## config.mk

```make
export PLATFORM = sky130hd
export DESIGN_NAME = reuse_tracker
export DESIGN_NICKNAME = d
export VERILOG_FILES = /design/src/hw/dcache_pkg.sv /design/src/hw/reuse_tracker.sv
export SDC_FILE = /design/constraint.sdc
export NUM_CORES = 2
export LEC_CHECK = 0
export BUFFER_PORTS_ARGS = -buffer_cell sky130_fd_sc_hd__buf_2
export CAP_MARGIN = 0
export CORE_AREA = 10 10 342 344
export CTS_CLUSTER_SIZE = 20
export DETAILED_ROUTE_END_ITERATION = 6
export DIE_AREA = 0 0 352 354
export GPL_ROUTABILITY_DRIVEN = 1
export GPL_TIMING_DRIVEN = 0
export MAX_ROUTING_LAYER = met4
export PLACE_DENSITY_LB_ADDON = 0.05
export SYNTH_ARGS = -nofsm -noshare
export SYNTH_HDL_FRONTEND = slang
export SYNTH_SLANG_ARGS = --single-unit
```

## constraint.sdc

```tcl
create_clock -name clk_i -period 3.2 [get_ports clk_i]
set_clock_uncertainty 0.15 [all_clocks]
set_input_delay 0.16 -clock clk_i [delete_from_list [all_inputs] [get_ports clk_i]]
set_output_delay 0.16 -clock clk_i [all_outputs]
set_load 0.05 [all_outputs]
```

## src/hw/dcache_pkg.sv

```systemverilog
`default_nettype none

package dcache_pkg;

  //////////////////////////////
  // default geometry
  //////////////////////////////

  localparam int unsigned NumWays      = 4;
  localparam int unsigned NumSets      = 16;
  // one data bank per word of a line
  localparam int unsigned WordsPerLine = 4;
  localparam int unsigned TagWidth     = 10;
  localparam int unsigned WordWidth    = 64;

  localparam int unsigned SetWidth = $clog2(NumSets);
  localparam int unsigned OffWidth = $clog2(WordsPerLine);
  localparam int unsigned WayWidth = $clog2(NumWays);
  // signature is {set, tag}
  localparam int unsigned SigWidth = SetWidth + TagWidth;

  //////////////////////////////
  // shared structs
  //////////////////////////////

  typedef struct packed {
    logic                req;
    logic [SetWidth-1:0] set;
    logic [OffWidth-1:0] off;
  } rd_req_t;

  // full line fill, vld clear turns it into an invalidate
  typedef struct packed {
    logic                                   valid;
    logic                                   vld;
    logic [WayWidth-1:0]                    way;
    logic [SetWidth-1:0]                    set;
    logic [TagWidth-1:0]                    tag;
    logic [WordsPerLine-1:0][WordWidth-1:0] line;
  } fill_t;

  typedef struct packed {
    logic                vld;
    logic [TagWidth-1:0] tag;
  } tag_entry_t;

  typedef struct packed {
    logic                hit;
    logic [WayWidth-1:0] way;
    logic [SetWidth-1:0] set;
  } hit_t;

  typedef struct packed {
    logic [SigWidth-1:0] hit_sig;
    logic [SigWidth-1:0] miss_sig;
    logic                miss_outcome;
  } pred_t;

endpackage

`default_nettype wire

```

## src/hw/reuse_tracker.sv

```systemverilog
`timescale 1ns/1ns
`default_nettype none

module reuse_tracker #(
  parameter int unsigned NumWays  = dcache_pkg::NumWays,
  parameter int unsigned NumSets  = dcache_pkg::NumSets,
  parameter int unsigned TagWidth = dcache_pkg::TagWidth
) (
  input  wire logic         clk_i,
  input  wire logic         rst_ni,
  input  dcache_pkg::hit_t  hit_i,
  input  dcache_pkg::fill_t fill_i,
  output dcache_pkg::pred_t pred_o
);

  localparam int unsigned SigBits = $clog2(NumSets) + TagWidth;

  logic [NumSets-1:0][NumWays-1:0][SigBits-1:0] sig_q;
  // set when the line was reused since its fill
  logic [NumSets-1:0][NumWays-1:0]              outcome_q;
  logic                                         fill_store;
  logic [SigBits-1:0]                           fill_sig;

  // invalidates leave the tables alone
  assign fill_store = fill_i.valid & fill_i.vld;
  assign fill_sig   = {fill_i.set, fill_i.tag};

  //////////////////////////////
  // table updates
  //////////////////////////////

  always_ff @(posedge clk_i or negedge rst_ni) begin
    if (!rst_ni) begin
      sig_q     <= '0;
      outcome_q <= '0;
    end else begin
      if (hit_i.hit) begin
        outcome_q[hit_i.set][hit_i.way] <= 1'b1;
      end
      // fill comes last so it wins on the same line
      if (fill_store) begin
        sig_q[fill_i.set][fill_i.way]     <= fill_sig;
        outcome_q[fill_i.set][fill_i.way] <= 1'b0;
      end
    end
  end

  //////////////////////////////
  // predictor report
  //////////////////////////////

  // all values are the state before this cycle's update
  always_comb begin
    pred_o = '0;
    if (hit_i.hit) begin
      pred_o.hit_sig = sig_q[hit_i.set][hit_i.way];
    end
    if (fill_store) begin
      pred_o.miss_sig     = sig_q[fill_i.set][fill_i.way];
      pred_o.miss_outcome = outcome_q[fill_i.set][fill_i.way];
    end
  end

endmodule

`default_nettype wire

```

* Word-level counts from Yosys, hierarchy flattened
Index checks and enable logic that the tools add are counted.
** Word-level totals
- Register bits :: 960
- Output and inout port bits :: 29
- Word-level logic and storage cells :: 125
** Cells by class
- Magnitude comparators :: 8
- Muxes and demuxes :: 29
- Reduce and logical (&&, ||, !) cells :: 4
- Bitwise operators :: 4
** Operator list (number)
- $bwmux W896 :: 1
- $bmux W56 S4 :: 2
- $demux W56 S4 :: 1
- $mux W56 :: 3
- $mux W64 :: 2
- $and A64 B64 Y64 :: 1
- $not A64 Y64 :: 1
- $or A64 B64 Y64 :: 1
- $bmux W14 S2 :: 2
- $mux W14 :: 4
- $demux W4 S4 :: 2
- $demux W14 S2 :: 1
- $bmux W4 S4 :: 1
- $mux W15 :: 1
- $mux W4 :: 3
- $lt A4 B5 Y1 const B :: 2
- $ge A4 B1 Y1 const B :: 2
- $lt A2 B3 Y1 const B :: 2
- $demux W1 S2 :: 2
- $ge A2 B1 Y1 const B :: 2
- $logic_and A1 B1 Y1 :: 4
- $mux W1 :: 3
- $bmux W1 S2 :: 1
- $and A1 B1 Y1 :: 1

* Longest topological paths before layout
- Depth after elaboration :: 10
- Depth in mapped cells :: 8
- Gate-level depth less buffers :: 4

* Worst setup path before layout
No wires, ideal clock.
- Path type :: input-to-output
- From :: in fill_i[267] (netlist name)
- To :: out pred_o[10] (netlist name)
- Setup slack :: 0.709 ns
- Path buffers :: 4
- Stages on the path :: 8
- Arrival :: 2.181 ns
- Cell sequence :: buf_6 > buf_2 > buf_2 > buf_1 > mux4_2 > a22oi_1 > a21oi_1 > a311o_1
** RTL lines
- from (decl) :: line reuse_tracker.sv:12 : input dcache_pkg::fill_t fill_i,
- to (decl) :: line reuse_tracker.sv:13 : output dcache_pkg::pred_t pred_o

==> key figures <==
Power and ir drop
  – Cell Pwr Density: about 560 nW/um^2
  – Peak supply drop: a little over 0.4 mV
  – Leakage power figure: 25.6 nW

Logic synthesis
  – Post-synth EDFFs: 0
  – Post-Syn Area: just under 50000 um^2
  – Seq/Total Area, Yosys: 0.489
  – Syn Inst Count: about 3400
  – FFs w/ async S/R, synth: 1.00
  – Yosys reg bits: between 900 and 1000
  – Net count after synthesis: 3662
  – Synth cell types: roughly 40
  – YS warnings: 0
  – Main flop type after synthesis: dfrtp_1
  – Synthesized area per cell: between 10 and 15 um^2

STA
  – Setup TNS: -1020 ps
  – Pins Over Slew Limit: 16
  – Final Hold Viols: 0
  – Slew headroom: -0.0533
  – Unrepaired setup endpoints after global routing: true
  – Worst slew pin tran: about 1600 ps
  – Fmax achieved: roughly 0.30 GHz
  – Final period utilization: 1.04
  – Final Critical Period: around 3300 ps
  – Final setup vio count: 21
  – Final worst slack: -115 ps

Setup path
  – Crit-path max FO: 10
  – Worst R2R Path Depth: 2
  – CP Cell Sequence: buf_6, buf_6, buf_8, buf_8, mux4_2, a22oi_1, a21oi_1, a311o_1, buf_6
  – Most frequent CP cell: buf_6
  – Critical path's slowest cell: mux4_2
  – Crit path largest cell delay: about 630 ps
  – Buffers & Inverters on Critical Path: 5
  – WP depth: 9
  – Critical path startpoint category: input pin
  – CP delay by family, top: buffers and inverters
  – Worst path required time: 2890 ps
  – CP Capture Type: output port
  – Category of the most critical setup path: in2out
  – Crit path DAT: around 3000 ps

Routing
  – Routed len/inst: about 40 um
  – # DRC: 0
  – Via Count: roughly 34000
  – Antenna-violating nets left: 0
  – Via density: ~6.6
  – Detailed Route WL: roughly 210000 um
  – First drt pass iteration count: 7
  – Initial DRC count: roughly 4400

Die
  – Rows: about 120
  – Die X: 352 um
  – Die area: approximately 120000 um^2
  – Core area: approximately 110000 um^2
  – Ports: between 300 and 400
  – Die height: approximately 350 um
  – Initial Util: 0.447

GRT
  – GRT overflow: 0
  – Vias in the first global route: between 30000 and 40000
  – All-Layer GR Usage: 0.340
  – First-pass GRT wire length: around 290000 um
  – Largest net degree at the start of global routing: roughly 130
  – Initial antenna violation count: 18

Final layout
  – # nets final: between 3000 and 4000
  – Fraction of layout cells with a size suffix above 1: 0.496
  – Most frequent cells in the layout: dfrtp_1 (959), mux2_2 (696), mux4_2 (451)
  – Fin util: 0.518
  – Commonest non-fill, non-tap cell in the layout: dfrtp_1
  – Area Overhead vs Synth: 16.0%

Min path
  – WHS Path Cells: 4
  – Worst Hold Class: in2reg

Clock network
  – Worst-Skew Late Latency: a little over 700 ps
  – CTS H-Tree Depth: 3
  – CTS tree: yes
  – Root Buffer: clkbuf_16
  – CTS Buf Count: 111
  – Clk sink count: between 900 and 1000
  – Clock tree buffer depth: 3
  – Clk slew on worst S/H paths: 60 ps

Placed design
  – HPWL after DPL: ~160000 um
  – RePlAce Congestion: around 1.2
  – Port Buf Inserts: 39
  – Pre-CTS setup slack: -1610 ps

Run status
  – Failing checks: capacitance limit, slew limit, setup timing
  – Outcome: complete, but fails checks

Flow run
  – Max_cap viols: 2
-- logic make-up after synthesis --
kind of cell | count (synthesis) | share of synthesized area
mux | 1162 | 0.369
compound gates | 368 | 0.0501
buf+inv | 323 | 0.0301
simple gates | 566 | 0.0618
flops | 960 | 0.489
-- stage by stage --
| stage | instances | hold slack (ps) | power [mW] | area [um^2] |
|---|---|---|---|---|
| 4_1_cts | 5133 | 7.11 | 32.1 | 56600 |
| 6_report | 5147 | 67.0 | 32.1 | 57000 |
| 3_3_place_gp | 4906 | 312 | 18.4 | 51200 |
| 2_1_floorplan | 3379 | -286 | 16.6 | 49100 |
| 3_5_place_dp | 4915 | -88.1 | 18.7 | 51500 |
| 5_1_grt | 5139 | 59.2 | 33.1 | 57000 |
-- Yosys cell counts, types with 3 or more instances --
cell type	instances	area (um^2)
nand3b_1	3	22.5
a22oi_1	88	661
nor3_4	3	48.8
dfrtp_1	960	24000
mux2_2	696	7840
a311o_1	15	150
nand2_1	71	267
a21oi_1	134	671
nor3_1	20	100
nand3_1	36	180
a221oi_1	41	359
o21bai_1	15	113
nand2b_1	94	588
a31oi_1	4	25.0
nor2b_1	20	125
buf_4	11	82.6
o22ai_1	29	181
mux2i_1	15	150
mux4_2	451	10200
buf_6	11	124
nor2_2	5	31.3
and2_1	112	701
nand2_2	4	25.0
buf_1	22	82.6
o21ai_0	27	135
clkbuf_1	164	616
buf_2	113	566
o2111a_1	14	158
or2_2	67	419
nor2_1	119	447
-- final cells by class --
| class | count | area (um^2) |
|---|---|---|
| Antenna cell | 9 | 22.5 |
| Buffer | 318 | 1730 |
| Clock buffer | 175 | 3360 |
| Clock inverter | 30 | 427 |
| Fill cell | 9265 | 53100 |
| Inverter | 2 | 7.51 |
| Multi-Input combinational cell | 2096 | 24900 |
| Sequential cell | 960 | 24000 |
| Tap cell | 1488 | 1860 |
| Timing Repair Buffer | 69 | 713 |
-- state kept, by name, summed over array words and instances, names as in the netlist --
signal and cells:
outcome_q 64, sig_q 896
-- worst paths after layout --
kind | start | endpoint | slack, ps
setup / recovery | fill_i[266] | pred_o[14] | -110
hold / removal | fill_i[268] | outcome_q[19]$_DFF_PN0_ | 70
setup reg to reg | outcome_q[8]$_DFF_PN0_ | outcome_q[8]$_DFF_PN0_ | 1840
hold reg to reg | sig_q[599]$_DFFE_PN0P_ | sig_q[599]$_DFFE_PN0P_ | 330
max in group asynchronous | rst_ni | sig_q[708]$_DFFE_PN0P_ | 800
min in group asynchronous | rst_ni | sig_q[52]$_DFFE_PN0P_ | 420
-- power by group --
part	leakage [nW]	internal, mW	switching, mW
logic	10.7	2.13	2.79
registers	13.0	13.2	0.778
clock network	1.86	7.76	5.45
total	25.6	23.1	9.03
-- repair_timing --
| action | CTS | global route |
|---|---|---|
| hold endpoints to repair | 273 | 0 |
| cloned | 0 | 0 |
| setup buffers | 10 | 5 |
| gates resized for setup | 301 | 78 |
| pin swaps | 7 | 15 |
| hold buffers | 6 | 0 |
| endpoints found under the setup margin | 30 | 29 |
-- metal layers --
layer	wire [um]	track usage
met5	0	-
met4	10800	0.141
met3	22400	0.0909
met2	85200	0.449
met1	89600	0.490
-- tightest hold or removal path: stages --
cell and delay (ps):
buf_2 200, nand2b_1 220, nor3_4 140, a21oi_1 150
Power figures use the tool's default switching activity.
