### config.mk
export PLATFORM = sky130hd
export DESIGN_NAME = hit_readout
export DESIGN_NICKNAME = d
export VERILOG_FILES = /design/src/hw/dcache_pkg.sv /design/src/hw/hit_readout.sv
export SDC_FILE = /design/constraint.sdc
export NUM_CORES = 1
export LEC_CHECK = 0
export BUFFER_PORTS_ARGS = -buffer_cell sky130_fd_sc_hd__buf_4
export CORE_AREA = 2 2 132 134
export DETAILED_ROUTE_END_ITERATION = 12
export DIE_AREA = 0 0 134 136
export GPL_ROUTABILITY_DRIVEN = 0
export GPL_TIMING_DRIVEN = 0
export PLACE_DENSITY = 0.45
export SYNTH_ARGS = -nofsm -noshare
export SYNTH_HDL_FRONTEND = slang
export SYNTH_SLANG_ARGS = --single-unit
export TNS_END_PERCENT = 100
### constraint.sdc
create_clock -name vclk -period 2.2
set_clock_uncertainty 0.2 [all_clocks]
set_input_delay 0.22 -clock vclk [all_inputs]
set_output_delay 0.22 -clock vclk [all_outputs]
set_load 0.05 [all_outputs]
### src/hw/dcache_pkg.sv
`default_nettype none

package dcache_pkg;

  //////////////////////////////
  // default geometry
  //////////////////////////////

  localparam int unsigned NumWays      = 4;
  localparam int unsigned NumSets      = 16;
  // one data bank per word of a line
  localparam int unsigned WordsPerLine = 4;
  localparam int unsigned TagWidth     = 10;
  localparam int unsigned WordWidth    = 64;

  localparam int unsigned SetWidth = $clog2(NumSets);
  localparam int unsigned OffWidth = $clog2(WordsPerLine);
  localparam int unsigned WayWidth = $clog2(NumWays);
  // signature is {set, tag}
  localparam int unsigned SigWidth = SetWidth + TagWidth;

  //////////////////////////////
  // shared structs
  //////////////////////////////

  typedef struct packed {
    logic                req;
    logic [SetWidth-1:0] set;
    logic [OffWidth-1:0] off;
  } rd_req_t;

  // full line fill, vld clear turns it into an invalidate
  typedef struct packed {
    logic                                   valid;
    logic                                   vld;
    logic [WayWidth-1:0]                    way;
    logic [SetWidth-1:0]                    set;
    logic [TagWidth-1:0]                    tag;
    logic [WordsPerLine-1:0][WordWidth-1:0] line;
  } fill_t;

  typedef struct packed {
    logic                vld;
    logic [TagWidth-1:0] tag;
  } tag_entry_t;

  typedef struct packed {
    logic                hit;
    logic [WayWidth-1:0] way;
    logic [SetWidth-1:0] set;
  } hit_t;

  typedef struct packed {
    logic [SigWidth-1:0] hit_sig;
    logic [SigWidth-1:0] miss_sig;
    logic                miss_outcome;
  } pred_t;

endpackage

`default_nettype wire

### src/hw/hit_readout.sv
`timescale 1ns/1ns
`default_nettype none

module hit_readout #(
  parameter int unsigned NumWays   = dcache_pkg::NumWays,
  parameter int unsigned NumSets   = dcache_pkg::NumSets,
  parameter int unsigned WordWidth = dcache_pkg::WordWidth
) (
  input  wire logic [NumWays-1:0]                hit_oh_i,
  input  wire logic [NumWays-1:0][WordWidth-1:0] way_words_i,
  input  wire logic [$clog2(NumSets)-1:0]        rd_set_i,
  output dcache_pkg::hit_t                       hit_o,
  output logic [WordWidth-1:0]                   rd_data_o
);

  localparam int unsigned WayBits = $clog2(NumWays);

  logic [WayBits-1:0] hit_way;

  // one-hot to binary, lowest way wins on a multiple hit
  always_comb begin
    hit_way = '0;
    for (int w = NumWays - 1; w >= 0; w--) begin
      if (hit_oh_i[w]) begin
        hit_way = WayBits'(w);
      end
    end
  end

  assign hit_o.hit = |hit_oh_i;
  assign hit_o.way = hit_way;
  assign hit_o.set = rd_set_i;

  // word of way 0 comes out on a miss, the hit flag says it is stale
  assign rd_data_o = way_words_i[hit_way];

endmodule

`default_nettype wire

; ---- After elaboration in Yosys (flattened, before gate mapping)
; Cells that the tools add are included.
[totals]
ff_bits = 0
wordCells = 8
[op_classes]
order_cmp = 1
mux = 6
reduce_logical = 1
[ops]
columns = cell, count
row1 = $bmux 64 s2, 1
row2 = $mux 64, 1
row3 = $mux 2, 4
row4 = $reduce_or 4->1, 1
row5 = $lt 2x3->1 const B, 1

; ---- Depth between registers and ports, before layout
; Gate-level depths: netlist of the first run.
[depth]
depth_word = 6
ltp_mapped = 5
mapped_depth_nobuf = 3

; ---- Worst setup path before layout of the first run
; OpenSTA, ideal clock, no wires.
[synth_path]
kind = input-to-output
start = in hit_oh_i[0]
end = out rd_data_o[54]
required_time_ns = 1.780
cell_stages = 3
arrival_time_ns = 1.697
setup_slack_ns = 0.083
cell_sequence = nor3_1 > clkbuf_1 > mux4_2
[synth_rtl]
columns = item, line_no
row1 = from (decl), hit_readout.sv:9  ; input wire logic [NumWays-1:0] hit_oh_i,
row2 = to (decl), hit_readout.sv:13  ; output logic [WordWidth-1:0] rd_data_o

; ---- Worst setup path after layout of the first run
[layout_path]
start = in hit_oh_i[3]
end = out rd_data_o[35]
[layout_via]
elab_chain_len = 6
[layout_lines]
columns = item, line_no
row1 = $mux 2 (4 in series), hit_readout.sv:24  ; if (hit_oh_i[w]) begin
row2 = $bmux 64 s2, hit_readout.sv:35  ; assign rd_data_o = way_words_i[hit_way];
row3 = $mux 64 (implied by the code), hit_readout.sv:35
; No other way between the ends. The select of a mux whose other input is x is not followed.

==> impl_metrics.toml, run 1 <==
[finish]
regArea_um2 = 0
n_clock_buffer = 0
finalNetCount = 700
final_cell_mix = "346 x buf_4, 64 x mux4_2, 7 x buf_12"
layout_commonest_cell = "buf_4"
fin_cells = 659
drive_gt1_share_pct = 98.8
area_delta_synth_final_pct = 182
design.seq.count = 0
antenna_cells = 0

[global_routing]
grt_pass1_wl_mm = 15.1
grt_pass1_vias = 2739
overflow = 0
grt_max_degree = 11
antenna_found_initial = 0
grt_use_total_pct = 10.6

[timing]
final-setup-viol-count = 0
worst_slack_ns = 0.0694
fmax_mhz = 469
period_minus_slack_ns = 2.13
worstMarginPinSlew_ns = 0.504
maxSlewViolCount = 0
maxSlewHeadroom_pct = 66.4
hold_violations = 0
tns_ns = 0
post-route-period-util_pct = 96.8

[route]
routedWlPerCell_um = 17.6
wirelength_mm = 11.6
vias_per_cell = 3.89
drc = 0
drt_iter0_drc = 58
firstDrtPassIters = 4
vias = 2563
ant_nets = 0

[min_path]
hp-class = "input pin to primary output"
min-delay-start = "rd_set_i[0]"
min_to = "hit_o[0]"
min_path_cells = 2

[die]
dieArea_um2 = 18200
rows = 48
fp.dieH_um = 136
start_util_pct = 9.86
fp.dieW_um = 134
ioPinCount = 335
coreArea_um2 = 16900

[worst_setup_path]
required_ns = 1.78
crit_path_end_kind = "primary output"
critPathMaxFanout = 10
arrival_ns = 1.71
worstSetupStartpointType = "input pin"
crit_type = "input pin to primary output"

[yosys]
seq_area_frac_synth_pct = 0
synth.area.mux_share_pct = 86.6
synth-simple-area-share_pct = 1.50
synth_fa_ha_area_share_pct = 0
netlist.area_leader.share_pct = 86.6
synth_cell_types = 12
synth.top_cells.by_area = "mux4_2 87%, buf_12 6.0%, buf_4 2.3%, buf_2 1.8%, buf_6 0.68%"
synth_top_area_cell = "mux4_2"
yosysWarnings = 0
syn-instance-count = 89
synthesis.nets = 353
syn_avg_cell_area_um2 = 18.7
synthXorXnorAreaFrac_pct = 0
synth_area_um2 = 1660
synth_compound_area_share_pct = 0.677
synth_top_family_by_area = "multiplexers"

[place]
place_ws_ns = -0.121
dpl.hpwl_mm = 10.1
numPortBuffers = 331
dp_cells = 645

[power]
cellPowerDensity_nw_per_um2 = 321
p_total_w = 0.00150
cellLeakagePower_nw = 2.24
ir_worst_vdd_v = 0.000139

[run_status]
outcome = "finished clean"

[clock_tree]
cts_hold_buf = 0

[flow_run]
maxCapViolCount = 0
cells in the mapped netlist:
master / number
buf_12: 5
buf_2: 6
buf_4: 5
buf_6: 1
clkbuf_1: 1
inv_1: 1
mux4_2: 64
nand2_1: 1
nor2_1: 2
nor2b_2: 1
nor3_1: 1
o21bai_2: 1
cell families after synthesis:
group / count (synthesis)
AOI/OAI and AO/OA: 1
buffers and inverters: 19
muxes: 64
and+or+nand+nor: 5
repair_timing:
action / CTS / global route
pin swaps: 0 / 0
endpoints found under the setup margin: 55 / 57
setup buffers: 0 / 9
hold endpoints to repair: 0 / 0
gates resized for setup: 7 / 9
cloned: 0 / 5
worst max path at each step:
stage	start	slack (ns)	endpoint	cells after the start
finish	hit_oh_i[3]	0.07	rd_data_o[35]	7
global route	hit_oh_i[0]	-0.01	rd_data_o[59]	5
CTS	hit_oh_i[3]	-0.0003	rd_data_o[14]	7
detailed placement	hit_oh_i[0]	-0.12	rd_data_o[14]	6
global placement	hit_oh_i[0]	-0.12	rd_data_o[49]	6
floorplan	hit_oh_i[0]	0.08	rd_data_o[54]	3
layout make-up:
cell class                 instances  area, um2
multi-input combinational         70       1500
inverter                           1       3.75
fill                            1781      12200
tap                              225        282
timing repair buffer             345       2690
buffer                            18        206
critical path: stages:
cell	delay [ns]
buf_6	0.09
nor2b_4	0.12
o21bai_4	0.18
buf_12	0.21
buf_12	0.17
mux4_2	0.51
buf_4	0.21
stage by stage:
| step | utilization, % | hold slack (ns) | instance area (um2) |
|---|---|---|---|
| after global routing | 27.8 | 0.497 | 4680 |
| after CTS | 26.4 | 0.497 | 4450 |
| after global placement | 26.3 | 0.496 | 4430 |
| final | 27.8 | 0.496 | 4680 |
| after detailed placement | 26.3 | 0.496 | 4430 |
| after floorplan | - | 0.407 | 1660 |
layer usage:
layer | track usage, % | part of all wire, % | routed length (um) | vias to the layer above
li1 | - | - | - | 1140
met1 | 11.8 | 33 | 3880 | 1227
met2 | 21.2 | 56 | 6540 | 190
met3 | 2.46 | 9.7 | 1120 | 6
met4 | 0.473 | 0.44 | 51 | 0
met5 | 0 | 0 | 0 | -
report_power, final:
part	switching [W]	internal, W
Clock	0	0
Sequential	0	0
Combinational	0.000758	0.000744
Total	0.000758	0.000744
Note: power is estimated with default switching activity, not from simulation.
==> run 2, diff against run 1 <==
MAX_ROUTING_LAYER = met4   (was default)
==> impl_metrics.toml, run 2 (synthesized netlist as in run 1, its figures left out) <==
[die]
ioPinCount = 335
coreArea_um2 = 16900
fp.dieW_um = 134
dieArea_um2 = 18200
start_util_pct = 9.86
rows = 48
fp.dieH_um = 136

[route]
ant_nets = 0
drt_iter0_drc = 55
firstDrtPassIters = 4
vias_per_cell = 3.89
routedWlPerCell_um = 17.6
drc = 0
wirelength_mm = 11.6
vias = 2565

[place]
dp_cells = 645
numPortBuffers = 331
dpl.hpwl_mm = 10.1

[global_routing]
grt_max_degree = 11
use_met1_pct = 12.2
met2_usage_pct = 21.2
grt_pass1_vias = 2739
antenna_found_initial = 0
grt_use_total_pct = 10.9
overflow = 0
grt_pass1_wl_mm = 15.1
grt.busiest_layer = "met2"
gr-usage-met3_pct = 1.86

[finish]
multiInputGateArea_um2 = 1500
drive_gt1_share_pct = 98.8
final_cell_mix = "343 x buf_4, 64 x mux4_2, 7 x buf_12"
antenna_cells = 0
fin_cells = 659
layout_commonest_cell = "buf_4"
n_clock_buffer = 0
area_delta_synth_final_pct = 182
regArea_um2 = 0
design.seq.count = 0
num-fill-cells = 1777
finalNetCount = 700

[timing]
maxSlewHeadroom_pct = 66.3
period_minus_slack_ns = 2.13
fmax_mhz = 469
worstMarginPinSlew_ns = 0.505
maxSlewViolCount = 0
hold_violations = 0
final-setup-viol-count = 0
post-route-period-util_pct = 96.8

[power]
ir_worst_vdd_v = 0.000146
p_total_w = 0.00151
cellPowerDensity_nw_per_um2 = 321
cellLeakagePower_nw = 2.25

[flow_run]
maxCapViolCount = 0

[worst_setup_path]
required_ns = 1.78
worstSetupStartpointType = "input pin"
arrival_ns = 1.71
crit_type = "input pin to primary output"
critPathMaxFanout = 10
crit_path_end_kind = "primary output"

[clock_tree]
cts_hold_buf = 0

[run_status]
outcome = "finished clean"

[min_path]
hp-class = "input pin to primary output"
## run 2: changes by cell type in the layout (fill, tap and decap cells not counted)
cell	delta
buf_4	-3
buf_6	+3
## run 2: cell type report
class | count | share of cell area (%)
Tap cell | 225 | 6.00
Timing Repair Buffer | 345 | 57.6
Buffer | 18 | 4.40
Multi-Input combinational cell | 70 | 32.0
Inverter | 1 | 0.0799
## run 2: layer usage
| metal | vias to the layer above | share of wire [%] |
|---|---|---|
| li1 | 1141 | - |
| met1 | 1231 | 34 |
| met2 | 187 | 56 |
| met3 | 6 | 8.8 |
| met4 | 0 | 0.44 |
| met5 | - | 0 |
## run 2: final timing paths
kind | from | end | slack (ns) | cells past startpoint
setup / recovery | hit_oh_i[3] | rd_data_o[35] | 0.07 | 7
hold / removal | rd_set_i[0] | hit_o[0] | 0.50 | 2
## run 2: timing repair
item                       CTS  global route
cloned                       0             5
buffers inserted             0             9
setup endpoints to repair   55            57
gates resized for setup      7            12
## run 2: stage by stage
step / utilization, % / hold slack, ns / TNS [ns] / cell area (um2) / setup WS [ns]
after floorplan: - / 0.407 / 0 / 1660 / 0.0834
after global placement: 26.3 / 0.496 / -4.21 / 4430 / -0.121
after detailed placement: 26.3 / 0.496 / -4.29 / 4430 / -0.121
after CTS: 26.4 / 0.497 / -0.000300 / 4450 / -0.000300
after global routing: 27.8 / 0.497 / -0.00421 / 4700 / -0.00214
final: 27.8 / 0.496 / 0 / 4700 / 0.0697
## run 2: critical path, cell delays in order
cell	delay (ns)
buf_6	0.09
nor2b_4	0.12
o21bai_4	0.18
buf_12	0.21
buf_12	0.16
mux4_2	0.51
buf_4	0.21
## run 2: power breakdown
part	switching (W)	internal, W	total [W]
Sequential	0	0	0
Combinational	0.000760	0.000748	0.00151
Clock	0	0	0
