$ cat src/hw/dcache_pkg.sv
`default_nettype none

package dcache_pkg;

  //////////////////////////////
  // default geometry
  //////////////////////////////

  localparam int unsigned NumWays      = 4;
  localparam int unsigned NumSets      = 16;
  // one data bank per word of a line
  localparam int unsigned WordsPerLine = 4;
  localparam int unsigned TagWidth     = 10;
  localparam int unsigned WordWidth    = 64;

  localparam int unsigned SetWidth = $clog2(NumSets);
  localparam int unsigned OffWidth = $clog2(WordsPerLine);
  localparam int unsigned WayWidth = $clog2(NumWays);
  // signature is {set, tag}
  localparam int unsigned SigWidth = SetWidth + TagWidth;

  //////////////////////////////
  // shared structs
  //////////////////////////////

  typedef struct packed {
    logic                req;
    logic [SetWidth-1:0] set;
    logic [OffWidth-1:0] off;
  } rd_req_t;

  // full line fill, vld clear turns it into an invalidate
  typedef struct packed {
    logic                                   valid;
    logic                                   vld;
    logic [WayWidth-1:0]                    way;
    logic [SetWidth-1:0]                    set;
    logic [TagWidth-1:0]                    tag;
    logic [WordsPerLine-1:0][WordWidth-1:0] line;
  } fill_t;

  typedef struct packed {
    logic                vld;
    logic [TagWidth-1:0] tag;
  } tag_entry_t;

  typedef struct packed {
    logic                hit;
    logic [WayWidth-1:0] way;
    logic [SetWidth-1:0] set;
  } hit_t;

  typedef struct packed {
    logic [SigWidth-1:0] hit_sig;
    logic [SigWidth-1:0] miss_sig;
    logic                miss_outcome;
  } pred_t;

endpackage

`default_nettype wire

$ cat src/hw/way_array.sv
`timescale 1ns/1ns
`default_nettype none

module way_array #(
  parameter int unsigned NumWays = 4,
  parameter int unsigned NumSets = 16,
  parameter type         entry_t = logic
) (
  input  wire logic                       clk_i,
  input  wire logic                       rst_ni,
  input  wire logic                       rd_en_i,
  input  wire logic [$clog2(NumSets)-1:0] rd_set_i,
  input  wire logic                       we_i,
  input  wire logic [$clog2(NumSets)-1:0] wr_set_i,
  input  wire logic [$clog2(NumWays)-1:0] wr_way_i,
  input  entry_t                          wr_entry_i,
  output entry_t [NumWays-1:0]            rd_entries_o
);

  // storage, indexed [set][way]
  entry_t [NumSets-1:0][NumWays-1:0] mem_q;
  // all ways of the last read set
  entry_t [NumWays-1:0]              rd_q;

  always_ff @(posedge clk_i or negedge rst_ni) begin
    if (!rst_ni) begin
      mem_q <= '0;
    end else if (we_i) begin
      mem_q[wr_set_i][wr_way_i] <= wr_entry_i;
    end
  end

  // synchronous read, output holds while rd_en_i is low
  always_ff @(posedge clk_i or negedge rst_ni) begin
    if (!rst_ni) begin
      rd_q <= '0;
    end else if (rd_en_i) begin
      rd_q <= mem_q[rd_set_i];
    end
  end

  assign rd_entries_o = rd_q;

endmodule

`default_nettype wire

$ cat src/hw/tag_lookup.sv
`timescale 1ns/1ns
`default_nettype none

module tag_lookup #(
  parameter int unsigned NumWays  = dcache_pkg::NumWays,
  parameter int unsigned NumSets  = dcache_pkg::NumSets,
  parameter int unsigned TagWidth = dcache_pkg::TagWidth
) (
  input  wire logic                       clk_i,
  input  wire logic                       rst_ni,
  input  dcache_pkg::rd_req_t             rd_req_i,
  input  wire logic [TagWidth-1:0]        rd_tag_i,
  input  dcache_pkg::fill_t               fill_i,
  output logic                            rd_ack_o,
  output logic                            rd_en_o,
  output logic [NumWays-1:0]              hit_oh_o,
  output logic [NumWays-1:0]              rd_vld_bits_o,
  output logic [$clog2(NumSets)-1:0]      rd_set_o
);

  import dcache_pkg::*;

  tag_entry_t                     fill_entry;
  tag_entry_t [NumWays-1:0]       tag_rd;
  logic                           cmp_en_q;
  logic [$clog2(NumSets)-1:0]     rd_set_q;

  // a fill always takes the tag array, reads only get the idle cycles
  assign rd_ack_o = rd_req_i.req & ~fill_i.valid;
  assign rd_en_o  = rd_ack_o;

  assign fill_entry = '{vld: fill_i.vld, tag: fill_i.tag};

  way_array #(
    .NumWays (NumWays),
    .NumSets (NumSets),
    .entry_t (tag_entry_t)
  ) u_tag_array (
    .clk_i        (clk_i),
    .rst_ni       (rst_ni),
    .rd_en_i      (rd_ack_o),
    .rd_set_i     (rd_req_i.set),
    .we_i         (fill_i.valid),
    .wr_set_i     (fill_i.set),
    .wr_way_i     (fill_i.way),
    .wr_entry_i   (fill_entry),
    .rd_entries_o (tag_rd)
  );

  //////////////////////////////
  // second cycle of the lookup
  //////////////////////////////

  always_ff @(posedge clk_i or negedge rst_ni) begin
    if (!rst_ni) begin
      cmp_en_q <= 1'b0;
    end else begin
      cmp_en_q <= rd_ack_o;
    end
  end

  always_ff @(posedge clk_i) begin
    if (rd_ack_o) begin
      rd_set_q <= rd_req_i.set;
    end
  end

  // tag arrives one cycle after the set index
  for (genvar w = 0; w < NumWays; w++) begin : gen_cmp
    assign rd_vld_bits_o[w] = tag_rd[w].vld;
    assign hit_oh_o[w]      = cmp_en_q & tag_rd[w].vld & (tag_rd[w].tag == rd_tag_i);
  end

  assign rd_set_o = rd_set_q;

endmodule

`default_nettype wire

$ cat config.mk
export PLATFORM = sky130hd
export DESIGN_NAME = tag_lookup
export DESIGN_NICKNAME = d
export VERILOG_FILES = /design/src/hw/dcache_pkg.sv /design/src/hw/way_array.sv /design/src/hw/tag_lookup.sv
export SDC_FILE = /design/constraint.sdc
export NUM_CORES = 1
export LEC_CHECK = 0
export BUFFER_PORTS_ARGS = -buffer_cell sky130_fd_sc_hd__buf_2
export CORE_UTILIZATION = 60
export DETAILED_ROUTE_END_ITERATION = 12
export PLACE_DENSITY = 0.88
export SLEW_MARGIN = 5
export SYNTH_ARGS = -nofsm -noshare
export SYNTH_HDL_FRONTEND = slang
export SYNTH_HIERARCHICAL = 1
export SYNTH_SLANG_ARGS = --single-unit
$ cat constraint.sdc
create_clock -name clk_i -period 1.55 [get_ports clk_i]
set_clock_uncertainty 0.15 [all_clocks]
set_input_delay 0.0775 -clock clk_i [delete_from_list [all_inputs] [get_ports clk_i]]
set_output_delay 0.0775 -clock clk_i [all_outputs]
set_load 0.02 [all_outputs]
# Word-level counts from Yosys, hierarchy flattened
# Cells that the tools add are included.
[totals]
out_inout_bits = 14
wordCells = 166
in_bits = 293
ff_bits = 753
[classes]
eq_ne = 4
magnitude_cmp = 5
muxes = 7
bitwise = 10
reduce_logical = 2
[op_table]
columns = ["cell", "n"]
rows = [
  ["704-bit bitwise mux", 1],
  ["44-bit binary-select mux with 4-bit select", 1],
  ["44-bit demux with 4-bit select", 1],
  ["44-bit two-way mux", 2],
  ["10-bit equality test", 4],
  ["11-bit demux with 2-bit select", 1],
  ["11-bit two-way mux", 1],
  ["4-bit by 5-bit less-than comparator with 1-bit output (second input constant)", 2],
  ["1-bit AND", 9],
  ["4-bit by 1-bit >= comparator with 1-bit output (second input constant)", 1],
  ["2-bit by 3-bit less-than comparator with 1-bit output (second input constant)", 1],
  ["2-bit by 1-bit >= comparator with 1-bit output (second input constant)", 1],
  ["1-bit logical AND", 2],
  ["1-bit inverter", 1],
]

# Longest topological paths before layout
[depth]
word_depth = 7
ltp_mapped = 7
mapped_depth_nobuf = 3

# Cells and area by module
# The synthesis kept the hierarchy.
[by_module_without_submodules]
columns = ["module", "instances", "cells_each", "seq_area_each_um2", "area_per_inst_um2"]
rows = [
  ["way_array", 1, 2114, 18718.0, 33812.4],
  ["tag_lookup", 1, 77, 145.1, 734.5],
]

# Worst setup path after synthesis
# OpenSTA, ideal clock, no wires.
[synth_path]
path_kind = "input-to-reg"
startpoint = "in rd_req_i[6] (netlist name)"
endpoint = "reg u_tag_array.rd_q, in the netlist u_tag_array/rd_entries_o[22]"
setup_time_ps = 146
t_required_ps = 1254
arrival_ps = 1699
path_slack_ps = -445
path_buffers = 3
path_stages = 6
cell_sequence = "nor2b_1 clkbuf_1 and2_1 buf_1 clkbuf_1 a221oi_1"
[synth_between]
elab_chain_len = 1
[synth_rtl]
columns = ["item", "line_no", "source"]
rows = [
  ["start: declaration", "tag_lookup.sv:11", "input dcache_pkg::rd_req_t rd_req_i,"],
  ["1-bit AND", "tag_lookup.sv:29", "assign rd_ack_o = rd_req_i.req & ~fill_i.valid;"],
  ["end signal: assignment", "way_array.sv:38", "rd_q <= mem_q[rd_set_i];"],
  ["end: declaration", "way_array.sv:23", "entry_t [NumWays-1:0] rd_q;"],
]
# Every way passes these cells.
# A chain may end at the register's enable or synchronous reset.

# Worst setup path after layout
[layout_path]
startpoint = "reg u_tag_array.rd_q, in the netlist u_tag_array/rd_entries_o[15]"
endpoint = "out hit_oh_o[1]"
[layout_between]
elab_chain_len = 2
[layout_rtl]
columns = ["item", "line_no", "source"]
rows = [
  ["10-bit equality test", "tag_lookup.sv:71", "assign hit_oh_o[w] = cmp_en_q & tag_rd[w].vld & (tag_rd[w].tag == rd_tag_i);"],
  ["1-bit AND", "tag_lookup.sv:71", ""],
  ["end: declaration", "tag_lookup.sv:16", "output logic [NumWays-1:0] hit_oh_o,"],
]
# Every way passes these cells.

==> metrics.log <==
[metrics] pwr dens: 1230 mW/mm^2
[metrics] number of top-level pins: 307
[metrics] Post-route DRC: 0
[metrics] wire length of the first global-routing pass: 140,000 um
[metrics] total CTS buffers: 75
[metrics] final non-filler cell area: 0.0401 mm^2
[metrics] clock tree from TritonCTS: yes
[metrics] top routing layer used: met5
[metrics] synthesis-to-finish area growth: 16.0%
[metrics] startpoint of the worst register-to-register path: u_tag_array/mem_q[662]
[metrics] Max-Cap Viols: 0
[metrics] share of Yosys cell area claimed by the top area cell type: 54.3%
[metrics] source-to-sink clock delay at the later pin of the worst-skew pair: 0.63 ns
[metrics] Tot GR Track Use: 31.7%
[metrics] CP Capture Type: primary output
[metrics] largest area contributor in the synthesized netlist: sky130_fd_sc_hd__dfrtp_1
[metrics] WP data arrival: 1.98 ns
[metrics] time the final worst path needs with I/O delays and setup: 2.21 ns
[metrics] Worst R2R Path Depth: 3
[metrics] maximum frequency from static timing analysis: 453 MHz
[metrics] crit path max fanout: 2
[metrics] proportion of synthesized chip area in sequential cells: 54.6%
[metrics] share of the clock period used by the worst path after layout: 142%
[metrics] standard cell core area: 0.0566 mm^2
[metrics] cell area after technology mapping: 0.0345 mm^2
[metrics] Largest stage delay, worst path: 0.40 ns
[metrics] Starting Density: 61.0%
[metrics] final hold violation count: 0
[metrics] DRT met1 WL: 35,100 um
[metrics] CP startpoint: u_tag_array/rd_entries_o[15]
[metrics] outcome: finished with violations
[metrics] actual transition at the worst max-transition pin: 0.656 ns
[metrics] maximum vdd ir drop: 0.921 mV
[metrics] Worst Path Class, Setup: reg2out
[metrics] endpoint of the most critical register-to-register path: u_tag_array/rd_entries_o[2]
[metrics] RSZ-0062 raised after global routing: yes
[metrics] routability congestion estimate: 0.852
[metrics] clock-pin transition on the worst setup and hold timing paths: 0.06 ns
[metrics] Die Span X: 242 um
[metrics] Total Wirelength: 91,300 um
[metrics] classification of the worst-slack hold path: in2async
[metrics] GRT Residual Overflow: 0
[metrics] kind of start point of the critical path: register
[metrics] post-route antenna net violation count: 0
[metrics] Via density: 6.66
[metrics] via total after detailed routing: 20,900
[metrics] synthesized netlist net count: 2,484
[metrics] die height: 242 um
[metrics] reg2reg setup slack: -0.04 ns
[metrics] fin. max-slew vios: 0
[metrics] slowest CP cell: sky130_fd_sc_hd__dfrtp_1
[metrics] Clock Tree Buf Depth: 3
[metrics] layout cells sized above 1: 55.4%
[metrics] pin count of the biggest net entering global routing: 101
[metrics] met3 layer wire length in the routed design: 8080 um
[metrics] cell breakdown of the critical path: xnor2_1, nand4_1, nor4_4, buf_4, buf_6
[metrics] asr flop ratio synth: 99.5%
[metrics] worst setup path endpoint: hit_oh_o[1]
[metrics] average size of a mapped cell: 15.8 um^2
[metrics] Lkg Pwr: 0.0187 uW
[metrics] Sum Neg Setup Slack: -2.53 ns
[metrics] number of failing setup endpoints in the final timing report: 8
[metrics] Placed Area: 0.0369 mm^2
[metrics] net count reported at finish: 2,616
[metrics] number of global-route vias before repair: 22,700
[metrics] Filler Cell Count: 3,328
[metrics] maximum level of the CTS H-tree: 3
[metrics] Final Worst Setup Slack: -0.657 ns
[metrics] detailed-route wire length per cell: 29.1 um
[metrics] metal2 WL: 44,800 um
[metrics] remaining max-slew budget at the tightest pin: 56.3%
[metrics] Yosys reg bits: 753
[metrics] highest-count cells in the layout ignoring fill and taps: sky130_fd_sc_hd__dfrtp_1, sky130_fd_sc_hd__mux2_2, sky130_fd_sc_hd__mux4_2
[metrics] number of distinct library cells after synthesis: 36
[metrics] total number of placement rows: 87
[metrics] half-perimeter wire length of the detailed placement result: 54,800 um
[metrics] number of antenna violations at the first check in global routing: 4
[metrics] CTS sink cnt: 753
[metrics] violated checks: setup timing
[metrics] count of input and output buffers: 48
[metrics] most frequent standard cell in the layout excluding fill and tap cells: sky130_fd_sc_hd__dfrtp_1
[metrics] WP data required: 1.32 ns
[metrics] library cell used as clock root buffer: sky130_fd_sc_hd__clkbuf_16
[metrics] count of mapped cells out of synthesis: 2,191
[metrics] area of the die: 0.0585 mm^2
[metrics] detailed-router iteration count before antenna repair: 6
[metrics] number of synthesized flops with an enable pin: 4
[metrics] cells taking the most area after synthesis: sky130_fd_sc_hd__dfrtp_1, sky130_fd_sc_hd__mux2_2, sky130_fd_sc_hd__mux4_2
[metrics] flip-flop cell with the highest count after synthesis: sky130_fd_sc_hd__dfrtp_1
[metrics] Syn. warnings: 6
[metrics] Starting DRT DRC Count: 1,940
## kinds of logic (layout without fill, tap and decap cells)
family | Yosys count | after routing | synth area share, %
flops | 753 | 753 | 54.6
other cells | 0 | 2 | 0
mux | 924 | 924 | 35.8
simple gates | 156 | 156 | 2.46
buf+inv | 230 | 417 | 4.16
compound gates | 88 | 88 | 1.91
xor+xnor | 40 | 40 | 1.04
## per-layer routing
layer | up-vias | track usage [%]
li1 | 8380 | -
met1 | 11200 | 42.0
met2 | 1083 | 50.7
met3 | 259 | 7.46
met4 | 4 | 13.2
met5 | - | 0
## per-stage QoR
stage	util, %	total power, uW	std cells	hold slack, ns	setup WS [ns]
floorplan	-	28300	2191	-0.368	-0.0166
global placement	65.2	30300	2969	-0.228	-0.322
detailed placement	65.2	30900	2969	-0.231	-0.352
CTS	70.3	49000	3130	0.00355	-0.678
global route	70.8	50700	3134	0.0244	-0.702
finish	70.8	49100	3136	0.00363	-0.657
## sequential cells by signal, summed over array words and instances (netlist names)
register / count
u_tag_array/mem_q: 704
u_tag_array/rd_entries_o: 44
rd_set_o: 4
cmp_en_q: 1
## worst min-delay path by stage
stage | start | endpoint | slack (ns) | cells after the start
4_1_cts | rd_req_i[6] | u_tag_array/rd_entries_o[42] | 0.004 | 5
3_5_place_dp | rst_ni | u_tag_array/mem_q[12] | -0.23 | 1
3_3_place_gp | rst_ni | u_tag_array/mem_q[12] | -0.23 | 1
6_report | rst_ni | u_tag_array/mem_q[147] | 0.004 | 3
5_1_grt | rd_req_i[6] | u_tag_array/rd_entries_o[40] | 0.02 | 5
2_1_floorplan | rst_ni | cmp_en_q | -0.37 | 0
## synthesized netlist by cell type (all sizes together), types with 5 or more instances
library cell and instances:
a221oi 44, and4bb 6, buf 137, clkbuf 93
dfrtp 749, mux2 704, mux2i 44, mux4 176
nand2 48, nand3 9, nand4 5, nor2 64
nor4 5, o22ai 44, xnor2 40
## area by class of cell
cell class / count / area [um^2] / share of cell area [%]
clock buffers: 113 / 2250 / 5.63
multi-input cells: 1208 / 14600 / 36.4
diodes: 2 / 5.00 / 0.0125
repair buffers: 285 / 3280 / 8.17
flip-flops and latches: 753 / 18900 / 47.1
well taps: 756 / 946 / 2.36
clock inverters: 19 / 135 / 0.337
## critical path: cells and delay by family (launching register included)
kind,cells,cell delay [ns]
xor+xnor,1,0.17
flops,1,0.40
buf+inv,2,0.28
simple gates,2,0.50
## report_power, final
| part | switching, uW | internal (uW) | leakage [uW] | total (uW) |
|---|---|---|---|---|
| registers | 1590 | 22300 | 0.00992 | 23900 |
| logic | 3250 | 4150 | 0.00757 | 7390 |
| clock network | 7610 | 10200 | 0.00118 | 17800 |
## repair_timing
action                                  4_1_cts  5_1_grt
endpoints found under the setup margin       23      405
hold endpoints to repair                   1364        0
cloned                                        0        2
buffers inserted                              3        4
gates resized for setup                      41       49
pin swaps                                     9        6
hold buffers                                 29        0
(Power assumes the default switching activity.)
